## src/warpIoCfg_cfg.svh

```systemverilog
`ifndef WARPIOCFG_CFG_SVH
`define WARPIOCFG_CFG_SVH

// number of request words the queue between the FSB slave and the IOB master can hold.
`define IO_FIFO_DEPTH 4

// values of A[23:22] that select the two decoded regions.
`define IO_WIN_CODE 2'b11 // the I/O window of the host machine.
`define UNMAP_CODE 2'b10 // nothing lives here, so an access ends in a bus error.

// address bit that splits the I/O window into non-posted and posted halves.
// a write with this bit set is released on the FSB as soon as it is queued.
`define PW_BIT 21

`endif

```

## src/warpIoPkg.sv

```systemverilog
package warpIoPkg;

	// word address of the FSB, byte lane picked by the data strobes.
	typedef logic [23:1] fsbAddrT;

	// one 16-bit word on either bus.
	typedef logic [15:0] ioDataT;

	// byte enables in active-high form. bit 1 is the upper lane, bit 0 the lower lane.
	typedef logic [1:0] byteSelT;

	// states of the FSB-side slave.
	// sQueue waits for room in the FIFO, sWaitDone waits for the IOB master.
	typedef enum logic [1:0] {
		sIdle,
		sQueue,
		sWaitDone,
		sTerm
	} slaveStateT;

	// states of the IOB master.
	// every transition is taken on a c8mEn cycle.
	typedef enum logic [1:0] {
		mIdle,
		mAssertAs,
		mWaitAck,
		mRelease
	} masterStateT;

endpackage
```

## src/ioReqIf.sv

```systemverilog
interface ioReqIf import warpIoPkg::*; ();

	logic valid; // the request word below is offered this cycle.
	logic ready; // the receiving side takes it when this is high too.
	fsbAddrT addr; // word address of the access.
	ioDataT data; // write data, don't care on reads.
	logic we; // high for a write.
	byteSelT sel; // active-high byte lanes.
	logic posted; // the FSB cycle has already been acknowledged.

	// the side that offers request words.
	modport producer (
		output valid, addr, data, we, sel, posted,
		input ready
	);

	// the side that takes request words.
	modport consumer (
		input valid, addr, data, we, sel, posted,
		output ready
	);

endinterface

```

## src/addrDecode.sv

```systemverilog
`include "warpIoCfg_cfg.svh"

module addrDecode import warpIoPkg::*; (
	input fsbAddrT addr,
	output logic ioCs,
	output logic ioPwCs,
	output logic unmapCs
);

	// the whole address map of the bridge is kept here.
	// ranges 00 and 01 belong to RAM and ROM, so no select fires for them and the
	// slave leaves such cycles alone.
	logic [1:0] region; // top two address bits pick the region.

	assign region = addr[23:22];

	always_comb begin
		ioCs = 1'b0;
		unmapCs = 1'b0;
		case (region)
			`IO_WIN_CODE: ioCs = 1'b1; // peripheral space on the IOB.
			`UNMAP_CODE: unmapCs = 1'b1; // ends in BERR without an IOB cycle.
			default: begin
				ioCs = 1'b0;
				unmapCs = 1'b0;
			end
		endcase
	end

	// the posted half of the I/O window.
	// the read or write qualification is left to the slave, which sees nWeFsb.
	assign ioPwCs = ioCs && addr[`PW_BIT];

endmodule

```

## src/ioBusMaster.sv

```systemverilog
module ioBusMaster import warpIoPkg::*; (
	input logic fclk,
	input logic rstN,
	input logic c8mEn,
	ioReqIf.consumer reqOut,
	output fsbAddrT aIob,
	output ioDataT dIobOut,
	input ioDataT dIobIn,
	output logic nAsIob,
	output logic nUdsIob,
	output logic nLdsIob,
	output logic nWeIob,
	input logic nDtackIob,
	input logic nBerrIob,
	output logic ioDone,
	output logic ioBerr,
	output ioDataT ioRdData
);

	masterStateT state;

	// control fields of the request in progress.
	logic weR;
	byteSelT selR;
	logic postedR;

	logic pop; // take the head of the FIFO on this edge.
	logic ackSeen; // the device acknowledged or faulted on this c8mEn.

	// a request leaves the FIFO only on an 8 MHz step while the master is free.
	assign pop = c8mEn && (state == mIdle) && reqOut.valid;
	assign reqOut.ready = pop;

	assign ackSeen = c8mEn && (state == mWaitAck) && (!nDtackIob || !nBerrIob);

	// address and data-out registers. they do the job of the board's latches
	// and hold their value for the whole IOB cycle.
	always_ff @(posedge fclk) begin
		if (pop) begin
			aIob <= reqOut.addr;
			dIobOut <= reqOut.data;
			weR <= reqOut.we;
			selR <= reqOut.sel;
			postedR <= reqOut.posted;
		end
		if (ackSeen) begin
			ioRdData <= dIobIn; // sampled along with the acknowledge.
		end
	end

	always_ff @(posedge fclk) begin
		if (!rstN) begin
			state <= mIdle;
			nAsIob <= 1'b1;
			nUdsIob <= 1'b1;
			nLdsIob <= 1'b1;
			nWeIob <= 1'b1;
			ioDone <= 1'b0;
			ioBerr <= 1'b0;
		end else begin
			ioDone <= 1'b0; // a single-cycle pulse.
			if (c8mEn) begin
				case (state)
					mIdle: begin
						if (reqOut.valid) state <= mAssertAs;
					end
					mAssertAs: begin
						// address, direction and strobes go out together.
						nAsIob <= 1'b0;
						nUdsIob <= !selR[1];
						nLdsIob <= !selR[0];
						nWeIob <= !weR;
						state <= mWaitAck;
					end
					mWaitAck: begin
						// the device decides how long this lasts.
						if (!nBerrIob) begin
							ioBerr <= 1'b1; // a bus error wins over a late DTACK.
							state <= mRelease;
						end else if (!nDtackIob) begin
							ioBerr <= 1'b0;
							state <= mRelease;
						end
					end
					mRelease: begin
						nAsIob <= 1'b1;
						nUdsIob <= 1'b1;
						nLdsIob <= 1'b1;
						nWeIob <= 1'b1;
						// posted writes were acknowledged long ago, so an error on one is dropped.
						ioDone <= !postedR;
						state <= mIdle;
					end
					default: state <= mIdle;
				endcase
			end
		end
	end

endmodule

```

## src/ioBusSlave.sv

```systemverilog
module ioBusSlave import warpIoPkg::*; (
	input logic fclk,
	input logic rstN,
	input logic nAsFsb,
	input logic nUdsFsb,
	input logic nLdsFsb,
	input logic nWeFsb,
	input fsbAddrT addr,
	input ioDataT wrData,
	input logic ioCs,
	input logic ioPwCs,
	input logic unmapCs,
	ioReqIf.producer reqIn,
	input logic ioDone,
	input logic ioBerr,
	input ioDataT ioRdData,
	output ioDataT rdData,
	output logic nDtackFsb,
	output logic nBerrFsb
);

	slaveStateT state;

	// request word held from the start of the cycle until it is pushed.
	fsbAddrT addrR;
	ioDataT dataR;
	logic weR;
	byteSelT selR;
	logic postedR;

	logic startIo; // an FSB cycle into the I/O window begins this cycle.
	logic startUnmap; // an FSB cycle into the unmapped region begins this cycle.
	logic push; // the FIFO takes the request word on this edge.

	// a cycle is recognised on the first edge that sees AS low with a select.
	assign startIo = (state == sIdle) && !nAsFsb && ioCs;
	assign startUnmap = (state == sIdle) && !nAsFsb && unmapCs;

	// valid is only raised while the FIFO has room, so it is a one-cycle push strobe.
	assign reqIn.valid = (state == sQueue) && reqIn.ready;
	assign push = reqIn.valid && reqIn.ready;

	assign reqIn.addr = addrR;
	assign reqIn.data = dataR; // data travels from the capture register.
	assign reqIn.we = weR;
	assign reqIn.sel = selR;
	assign reqIn.posted = postedR;

	// capture the request and the read data.
	// the strobes and nWeFsb are driven together with AS on this bus, so they are
	// already valid on the start edge.
	always_ff @(posedge fclk) begin
		if (startIo) begin
			addrR <= addr;
			dataR <= wrData;
			weR <= !nWeFsb;
			selR <= {!nUdsFsb, !nLdsFsb};
			postedR <= !nWeFsb && ioPwCs; // only writes into the posted half are posted.
		end
		if ((state == sWaitDone) && ioDone && !weR) begin
			rdData <= ioRdData; // held on dFsbIn until the next read completes.
		end
	end

	always_ff @(posedge fclk) begin
		if (!rstN) begin
			state <= sIdle;
			nDtackFsb <= 1'b1;
			nBerrFsb <= 1'b1;
		end else begin
			case (state)
				sIdle: begin
					if (startUnmap) begin
						nBerrFsb <= 1'b0; // nothing is queued for an unmapped access.
						state <= sTerm;
					end else if (startIo) begin
						state <= sQueue;
					end
				end
				sQueue: begin
					// stays here as long as the FIFO is full.
					if (push) begin
						if (postedR) begin
							nDtackFsb <= 1'b0; // the CPU moves on right away.
							state <= sTerm;
						end else begin
							state <= sWaitDone;
						end
					end
				end
				sWaitDone: begin
					if (ioDone) begin
						nDtackFsb <= ioBerr; // an IOB bus error is passed back as BERR.
						nBerrFsb <= !ioBerr;
						state <= sTerm;
					end
				end
				sTerm: begin
					// the termination holds until the CPU lets go of AS.
					if (nAsFsb) begin
						nDtackFsb <= 1'b1;
						nBerrFsb <= 1'b1;
						state <= sIdle;
					end
				end
				default: state <= sIdle;
			endcase
		end
	end

endmodule

```

## src/ioReqFifo.sv

```systemverilog
`include "warpIoCfg_cfg.svh"

module ioReqFifo import warpIoPkg::*; (
	input logic fclk,
	input logic rstN,
	ioReqIf.consumer reqIn,
	ioReqIf.producer reqOut
);

	localparam int DEPTH = `IO_FIFO_DEPTH;
	localparam int PTR_W = (DEPTH > 1) ? $clog2(DEPTH) : 1;
	localparam int CNT_W = $clog2(DEPTH + 1);

	// one entry per field of the request word.
	fsbAddrT addrMem [DEPTH];
	ioDataT dataMem [DEPTH];
	logic weMem [DEPTH];
	byteSelT selMem [DEPTH];
	logic postedMem [DEPTH];

	logic [PTR_W-1:0] wrPtr;
	logic [PTR_W-1:0] rdPtr;
	logic [CNT_W-1:0] count; // number of words held.

	logic push;
	logic pop;

	// pointers wrap by compare, so the depth need not be a power of two.
	function automatic logic [PTR_W-1:0] nextPtr(input logic [PTR_W-1:0] ptr);
		return (ptr == PTR_W'(DEPTH - 1)) ? '0 : ptr + 1'b1;
	endfunction

	assign reqIn.ready = (count != CNT_W'(DEPTH)); // room for one more word.
	assign reqOut.valid = (count != '0); // the head entry is a real request.

	assign push = reqIn.valid && reqIn.ready;
	assign pop = reqOut.valid && reqOut.ready;

	// the head entry is presented combinationally to the master.
	assign reqOut.addr = addrMem[rdPtr];
	assign reqOut.data = dataMem[rdPtr];
	assign reqOut.we = weMem[rdPtr];
	assign reqOut.sel = selMem[rdPtr];
	assign reqOut.posted = postedMem[rdPtr];

	always_ff @(posedge fclk) begin
		if (push) begin
			addrMem[wrPtr] <= reqIn.addr;
			dataMem[wrPtr] <= reqIn.data;
			weMem[wrPtr] <= reqIn.we;
			selMem[wrPtr] <= reqIn.sel;
			postedMem[wrPtr] <= reqIn.posted;
		end
	end

	always_ff @(posedge fclk) begin
		if (!rstN) begin
			wrPtr <= '0;
			rdPtr <= '0;
			count <= '0;
		end else begin
			if (push) wrPtr <= nextPtr(wrPtr);
			if (pop) rdPtr <= nextPtr(rdPtr);
			// a push and a pop together leave the count as it is.
			if (push && !pop) count <= count + 1'b1;
			else if (pop && !push) count <= count - 1'b1;
		end
	end

endmodule

```

## src/warpIo.sv

```systemverilog
module warpIo import warpIoPkg::*; (
	input logic fclk,
	input logic rstN,
	input logic c8mEn,
	input fsbAddrT aFsb,
	input logic nAsFsb,
	input logic nUdsFsb,
	input logic nLdsFsb,
	input logic nWeFsb,
	input ioDataT dFsbOut,
	output ioDataT dFsbIn,
	output logic nDtackFsb,
	output logic nBerrFsb,
	output fsbAddrT aIob,
	output ioDataT dIobOut,
	input ioDataT dIobIn,
	output logic nAsIob,
	output logic nUdsIob,
	output logic nLdsIob,
	output logic nWeIob,
	input logic nDtackIob,
	input logic nBerrIob
);

	logic ioCs, ioPwCs, unmapCs; // selects from the address map.
	logic ioDone, ioBerr; // completion of a non-posted IOB cycle.
	ioDataT ioRdData; // read data that goes with ioDone.

	ioReqIf reqIn (); // slave into the FIFO.
	ioReqIf reqOut (); // FIFO out to the master.

	addrDecode decodeI (
		.addr(aFsb), .ioCs(ioCs), .ioPwCs(ioPwCs), .unmapCs(unmapCs)
	);

	ioBusSlave slaveI (
		.fclk(fclk), .rstN(rstN),
		.nAsFsb(nAsFsb), .nUdsFsb(nUdsFsb), .nLdsFsb(nLdsFsb), .nWeFsb(nWeFsb),
		.addr(aFsb), .wrData(dFsbOut),
		.ioCs(ioCs), .ioPwCs(ioPwCs), .unmapCs(unmapCs),
		.reqIn(reqIn.producer),
		.ioDone(ioDone), .ioBerr(ioBerr), .ioRdData(ioRdData),
		.rdData(dFsbIn), .nDtackFsb(nDtackFsb), .nBerrFsb(nBerrFsb)
	);

	ioReqFifo fifoI (
		.fclk(fclk), .rstN(rstN), .reqIn(reqIn.consumer), .reqOut(reqOut.producer)
	);

	ioBusMaster masterI (
		.fclk(fclk), .rstN(rstN), .c8mEn(c8mEn),
		.reqOut(reqOut.consumer),
		.aIob(aIob), .dIobOut(dIobOut), .dIobIn(dIobIn),
		.nAsIob(nAsIob), .nUdsIob(nUdsIob), .nLdsIob(nLdsIob), .nWeIob(nWeIob),
		.nDtackIob(nDtackIob), .nBerrIob(nBerrIob),
		.ioDone(ioDone), .ioBerr(ioBerr), .ioRdData(ioRdData)
	);

endmodule

```

## config.mk

```make
export PLATFORM = sky130hd
export DESIGN_NAME = warpIo
export DESIGN_NICKNAME = d
export VERILOG_FILES = /design/src/warpIoPkg.sv /design/src/ioReqIf.sv /design/src/addrDecode.sv /design/src/ioBusMaster.sv /design/src/ioBusSlave.sv /design/src/ioReqFifo.sv /design/src/warpIo.sv
export VERILOG_INCLUDE_DIRS = /design/src /design/src/src
export SDC_FILE = /design/constraint.sdc
export NUM_CORES = 1
export LEC_CHECK = 0
export BUFFER_PORTS_ARGS = -buffer_cell sky130_fd_sc_hd__buf_2
export CORE_MARGIN = 2
export CORE_UTILIZATION = 24
export CTS_CLUSTER_DIAMETER = 40
export DETAILED_ROUTE_END_ITERATION = 16
export GPL_TIMING_DRIVEN = 0
export PLACE_DENSITY = 0.42
export SYNTH_ARGS = -nofsm -noshare
export SYNTH_HDL_FRONTEND = slang
export SYNTH_SLANG_ARGS = --single-unit
```

## constraint.sdc

```tcl
create_clock -name fclk -period 2.8 [get_ports fclk]
set_clock_uncertainty 0.15 [all_clocks]
set_input_delay 0.14 -clock fclk [delete_from_list [all_inputs] [get_ports fclk]]
set_output_delay 0.14 -clock fclk [all_outputs]
set_load 0.005 [all_outputs]
```

==> metrics.md <==
| Metric | Value |
|---|---|
| Run status | finished clean |
| Startpoint Class | flip-flop |
| Die area | 0.04755 mm2 |
| First DRT Iteration DRCs | 247 |
| Switch Pwr | 0.003635 W |
| GRT Overall Usage | 9.886% |
| Combinational power share | 14.3% |
| Place WS | 0.09165 ns |
| CTS clock-pin slew for the worst setup and hold paths | 0.05 ns |
| Hold WC Path Type | input pin to flip-flop |
| Starting Density | 24.29% |
| Clk pwr share | 45.3% |
| Top_reg_cell synth | edfxtp_1 |
| Area of the core | 0.04528 mm2 |
| Clk_lat worst skew | 0.56 ns |
| Final worst path period share | 90.46% |
| RSZ-0062 raised after global routing | no |
| Leakage Power | 5.178 nW |
| Pins Over Slew Limit | 0 |
| Crit path max fanout | 5 |
| # H-tree levels | 2 |
| Routed wire length | 23060 um |
| IO Pins | 125 |
| EDFF count, synth | 290 |
| Final core utilization | 33.28% |
| Fmax | 0.3948 GHz |
| Netlist cell types | 47 |
| N_diodes | 0 |
| Post-route minimum period | 2.533 ns |
| Yosys top cell area share | 79.18% |
| Antenna violations before repair | 0 |
| Post-DRT Antenna Nets | 0 |
| HPWL after DPL | 13930 um |
| Pwr per Cell Area | 1001 mW/mm2 |
| GPL Wtd Cong | 0.7036 |
| Post-synth ARST share | 0% |
| Max-cap violations | 0 |
| IO buf count | 122 |
| Data required, critical path | 3.14 ns |
| Share of cells above drive strength 1 | 37.19% |
| Peak supply drop | 440.9 uV |
| DR vias/cell | 3.936 |
| CP arrival | 2.87 ns |
| Root Driver | clkbuf_16 |
| Critical setup path kind | flip-flop to flip-flop |
| P&R area growth vs syn | 37.02% |
| Pwr Total | 0.01509 W |
| # rows | 78 |
| Overflow left after global routing | 0 |
| Synthesized area per cell | 22.91 um2 |
| Vias in the first global route | 5921 |
| Final nets | 810 |
| Max_slew headroom | 35.77% |
| Slew of the pin with the lowest slew margin | 0.9634 ns |
| Syn_nets | 561 |
| Internal power | 0.01145 W |
| Die width | 218.1 um |
| Largest net degree at the start of global routing | 27 |
| First-pass DRT Iterations | 5 |
| Sequential Power Share | 40.4% |
| Final worst slack | 0.2671 ns |
| Residual DRC | 0 |
| Number of synthesized register bits | 309 |
| CTS tree | yes |
| Synth area leader | edfxtp_1 |
| Yosys warns | 0 |
| Die Y | 218.1 um |
| Sequential element share of the synthesized area | 82.64% |
| Sink Count | 309 |
| Synthesized area | 0.01100 mm2 |
| Syn Inst Count | 480 |
| R2R Setup Slk | 0.27 ns |
| TritonCTS Buffers | 53 |
| Final hold vios | 0 |
| Vias | 5388 |
| Setup-failing EPs final | 0 |
| Clk buf depth | 3 |
| Synth top area cells | edfxtp_1 (79%), mux4_2 (8.8%), dfxtp_1 (3.5%), ha_1 (1.8%), inv_1 (0.48%) |
| Switching share of power | 24.09% |
| CP endpoint kind | flip-flop |
| Routed wire per std cell | 16.85 um |
| Global-route wire length before repair | 34930 um |
-- final timing paths --
check                 startpoint              endpoint  cells past startpoint
max reg2reg       fifoI.count[0]        fifoI.count[2]                      8
min                   dFsbOut[1]  slaveI.reqIn.data[1]                      2
min reg2reg  masterI.ioRdData[8]      slaveI.rdData[8]                      0
max               fifoI.count[0]        fifoI.count[2]                      8
-- layout make-up --
| type | instances | area (um2) |
|---|---|---|
| plain buffers | 13 | 88.84 |
| clock buffers | 59 | 1411 |
| clock inverters | 36 | 500.5 |
| fillers | 4330 | 30210 |
| inverters | 14 | 52.55 |
| multi-input cells | 144 | 1788 |
| flip-flops and latches | 309 | 9089 |
| well taps | 600 | 750.7 |
| repair buffers | 194 | 1389 |
-- flip-flops by register name (all words and copies together) (netlist names), 3 cells and up --
register / cells
slaveI.reqIn.data: 16
masterI.aIob: 23
fifoI.count: 3
fifoI.dataMem: 64
fifoI.selMem: 8
masterI.dIobOut: 16
masterI.ioRdData: 16
slaveI.reqIn.addr: 23
slaveI.rdData: 16
fifoI.weMem: 4
fifoI.addrMem: 92
fifoI.postedMem: 4
-- per-stage QoR --
stage / setup TNS [ns] / cell area [um2] / std cells / hold slack (ns)
after global placement: -190.18 / 12360 / 1202 / 0.1675
final: 0 / 15070 / 1369 / 0.1256
after global routing: 0 / 15070 / 1369 / 0.1045
after CTS: 0 / 15050 / 1368 / 0.08373
after detailed placement: 0 / 12490 / 1208 / 0.1681
after floorplan: 0 / 11000 / 480 / 0.08887
-- power by group through the flow --
stage	Combinational, W	Sequential [W]	Clock [W]
floorplan	0.00132	0.00614	0
finish	0.00215	0.00610	0.00684
CTS	0.00222	0.00611	0.00702
global placement	0.00197	0.00620	0
global route	0.00240	0.00616	0.00723
detailed placement	0.00213	0.00619	0
-- kinds of logic (layout without fill, tap and decap cells) --
logic type	Yosys count	after routing	synth area share, %
compound gates	30	30	2.059
xor+xnor	2	2	0.1593
fa+ha+maj	17	17	2.002
buf+inv	27	316	1.286
flops	309	309	82.64
mux	48	48	9.261
simple gates	47	47	2.594
-- synth_stat cells (5+ instances only) --
library cell	count
and2_1	6
buf_2	5
dfxtp_1	19
edfxtp_1	290
ha_1	16
inv_1	14
mux2i_1	5
mux4_2	43
nand2_1	13
nor2_1	7
nor2b_1	6
-- metal layers --
layer | up-vias | global-route usage, % | share of wire (%) | wire length, um
met3 | 52 | 2.957 | 5.6 | 1293
li1 | 2458 | - | - | -
met2 | 148 | 17.03 | 51 | 11780
met1 | 2730 | 11.50 | 40 | 9313
met4 | 0 | 3.968 | 2.9 | 678
met5 | - | 0 | 0 | 0
-- worst max-delay path: stages, from the launching register on --
cell      delay (ns)
dfxtp_1         0.36
or3_4           0.42
nand3_2         0.14
ha_1            0.21
inv_1           0.07
fa_1            0.44
xor2_1          0.19
or3_1           0.30
a21boi_0        0.17
-- what timing repair did --
| item | CTS | global route |
|---|---|---|
| endpoints found under the hold margin | 78 | 0 |
| hold buffers | 65 | 0 |
| gates resized for setup | 0 | 1 |
| buffers inserted | 0 | 1 |
| endpoints found under the setup margin | 0 | 1 |
-- layout by cell type (no fill, tap or decap), types with 2 or more instances in the layout --
cell type      count
a21oi_1            3
a31oi_1            3
and2_1             2
and2_2             4
buf_12             6
buf_2            127
buf_4              2
buf_6              4
bufinv_16         10
clkbuf_1           5
clkbuf_16         55
clkbuf_8           2
clkinv_1           4
clkinv_4           4
clkinvlp_4        10
dfxtp_1           19
dlygate4sd3_1     65
edfxtp_1         290
ha_1              16
inv_1             13
inv_6              6
inv_8              2
mux2i_1            5
mux4_2            43
nand2_1           13
nor2_1             6
nor2b_1            6
nor3b_1            2
o211a_1            2
o211ai_1           2
o21a_1             2
o21ai_0            4
o21ai_1            2
o22ai_1            2
or3_1              2
Note: power is estimated with default switching activity, not from simulation.
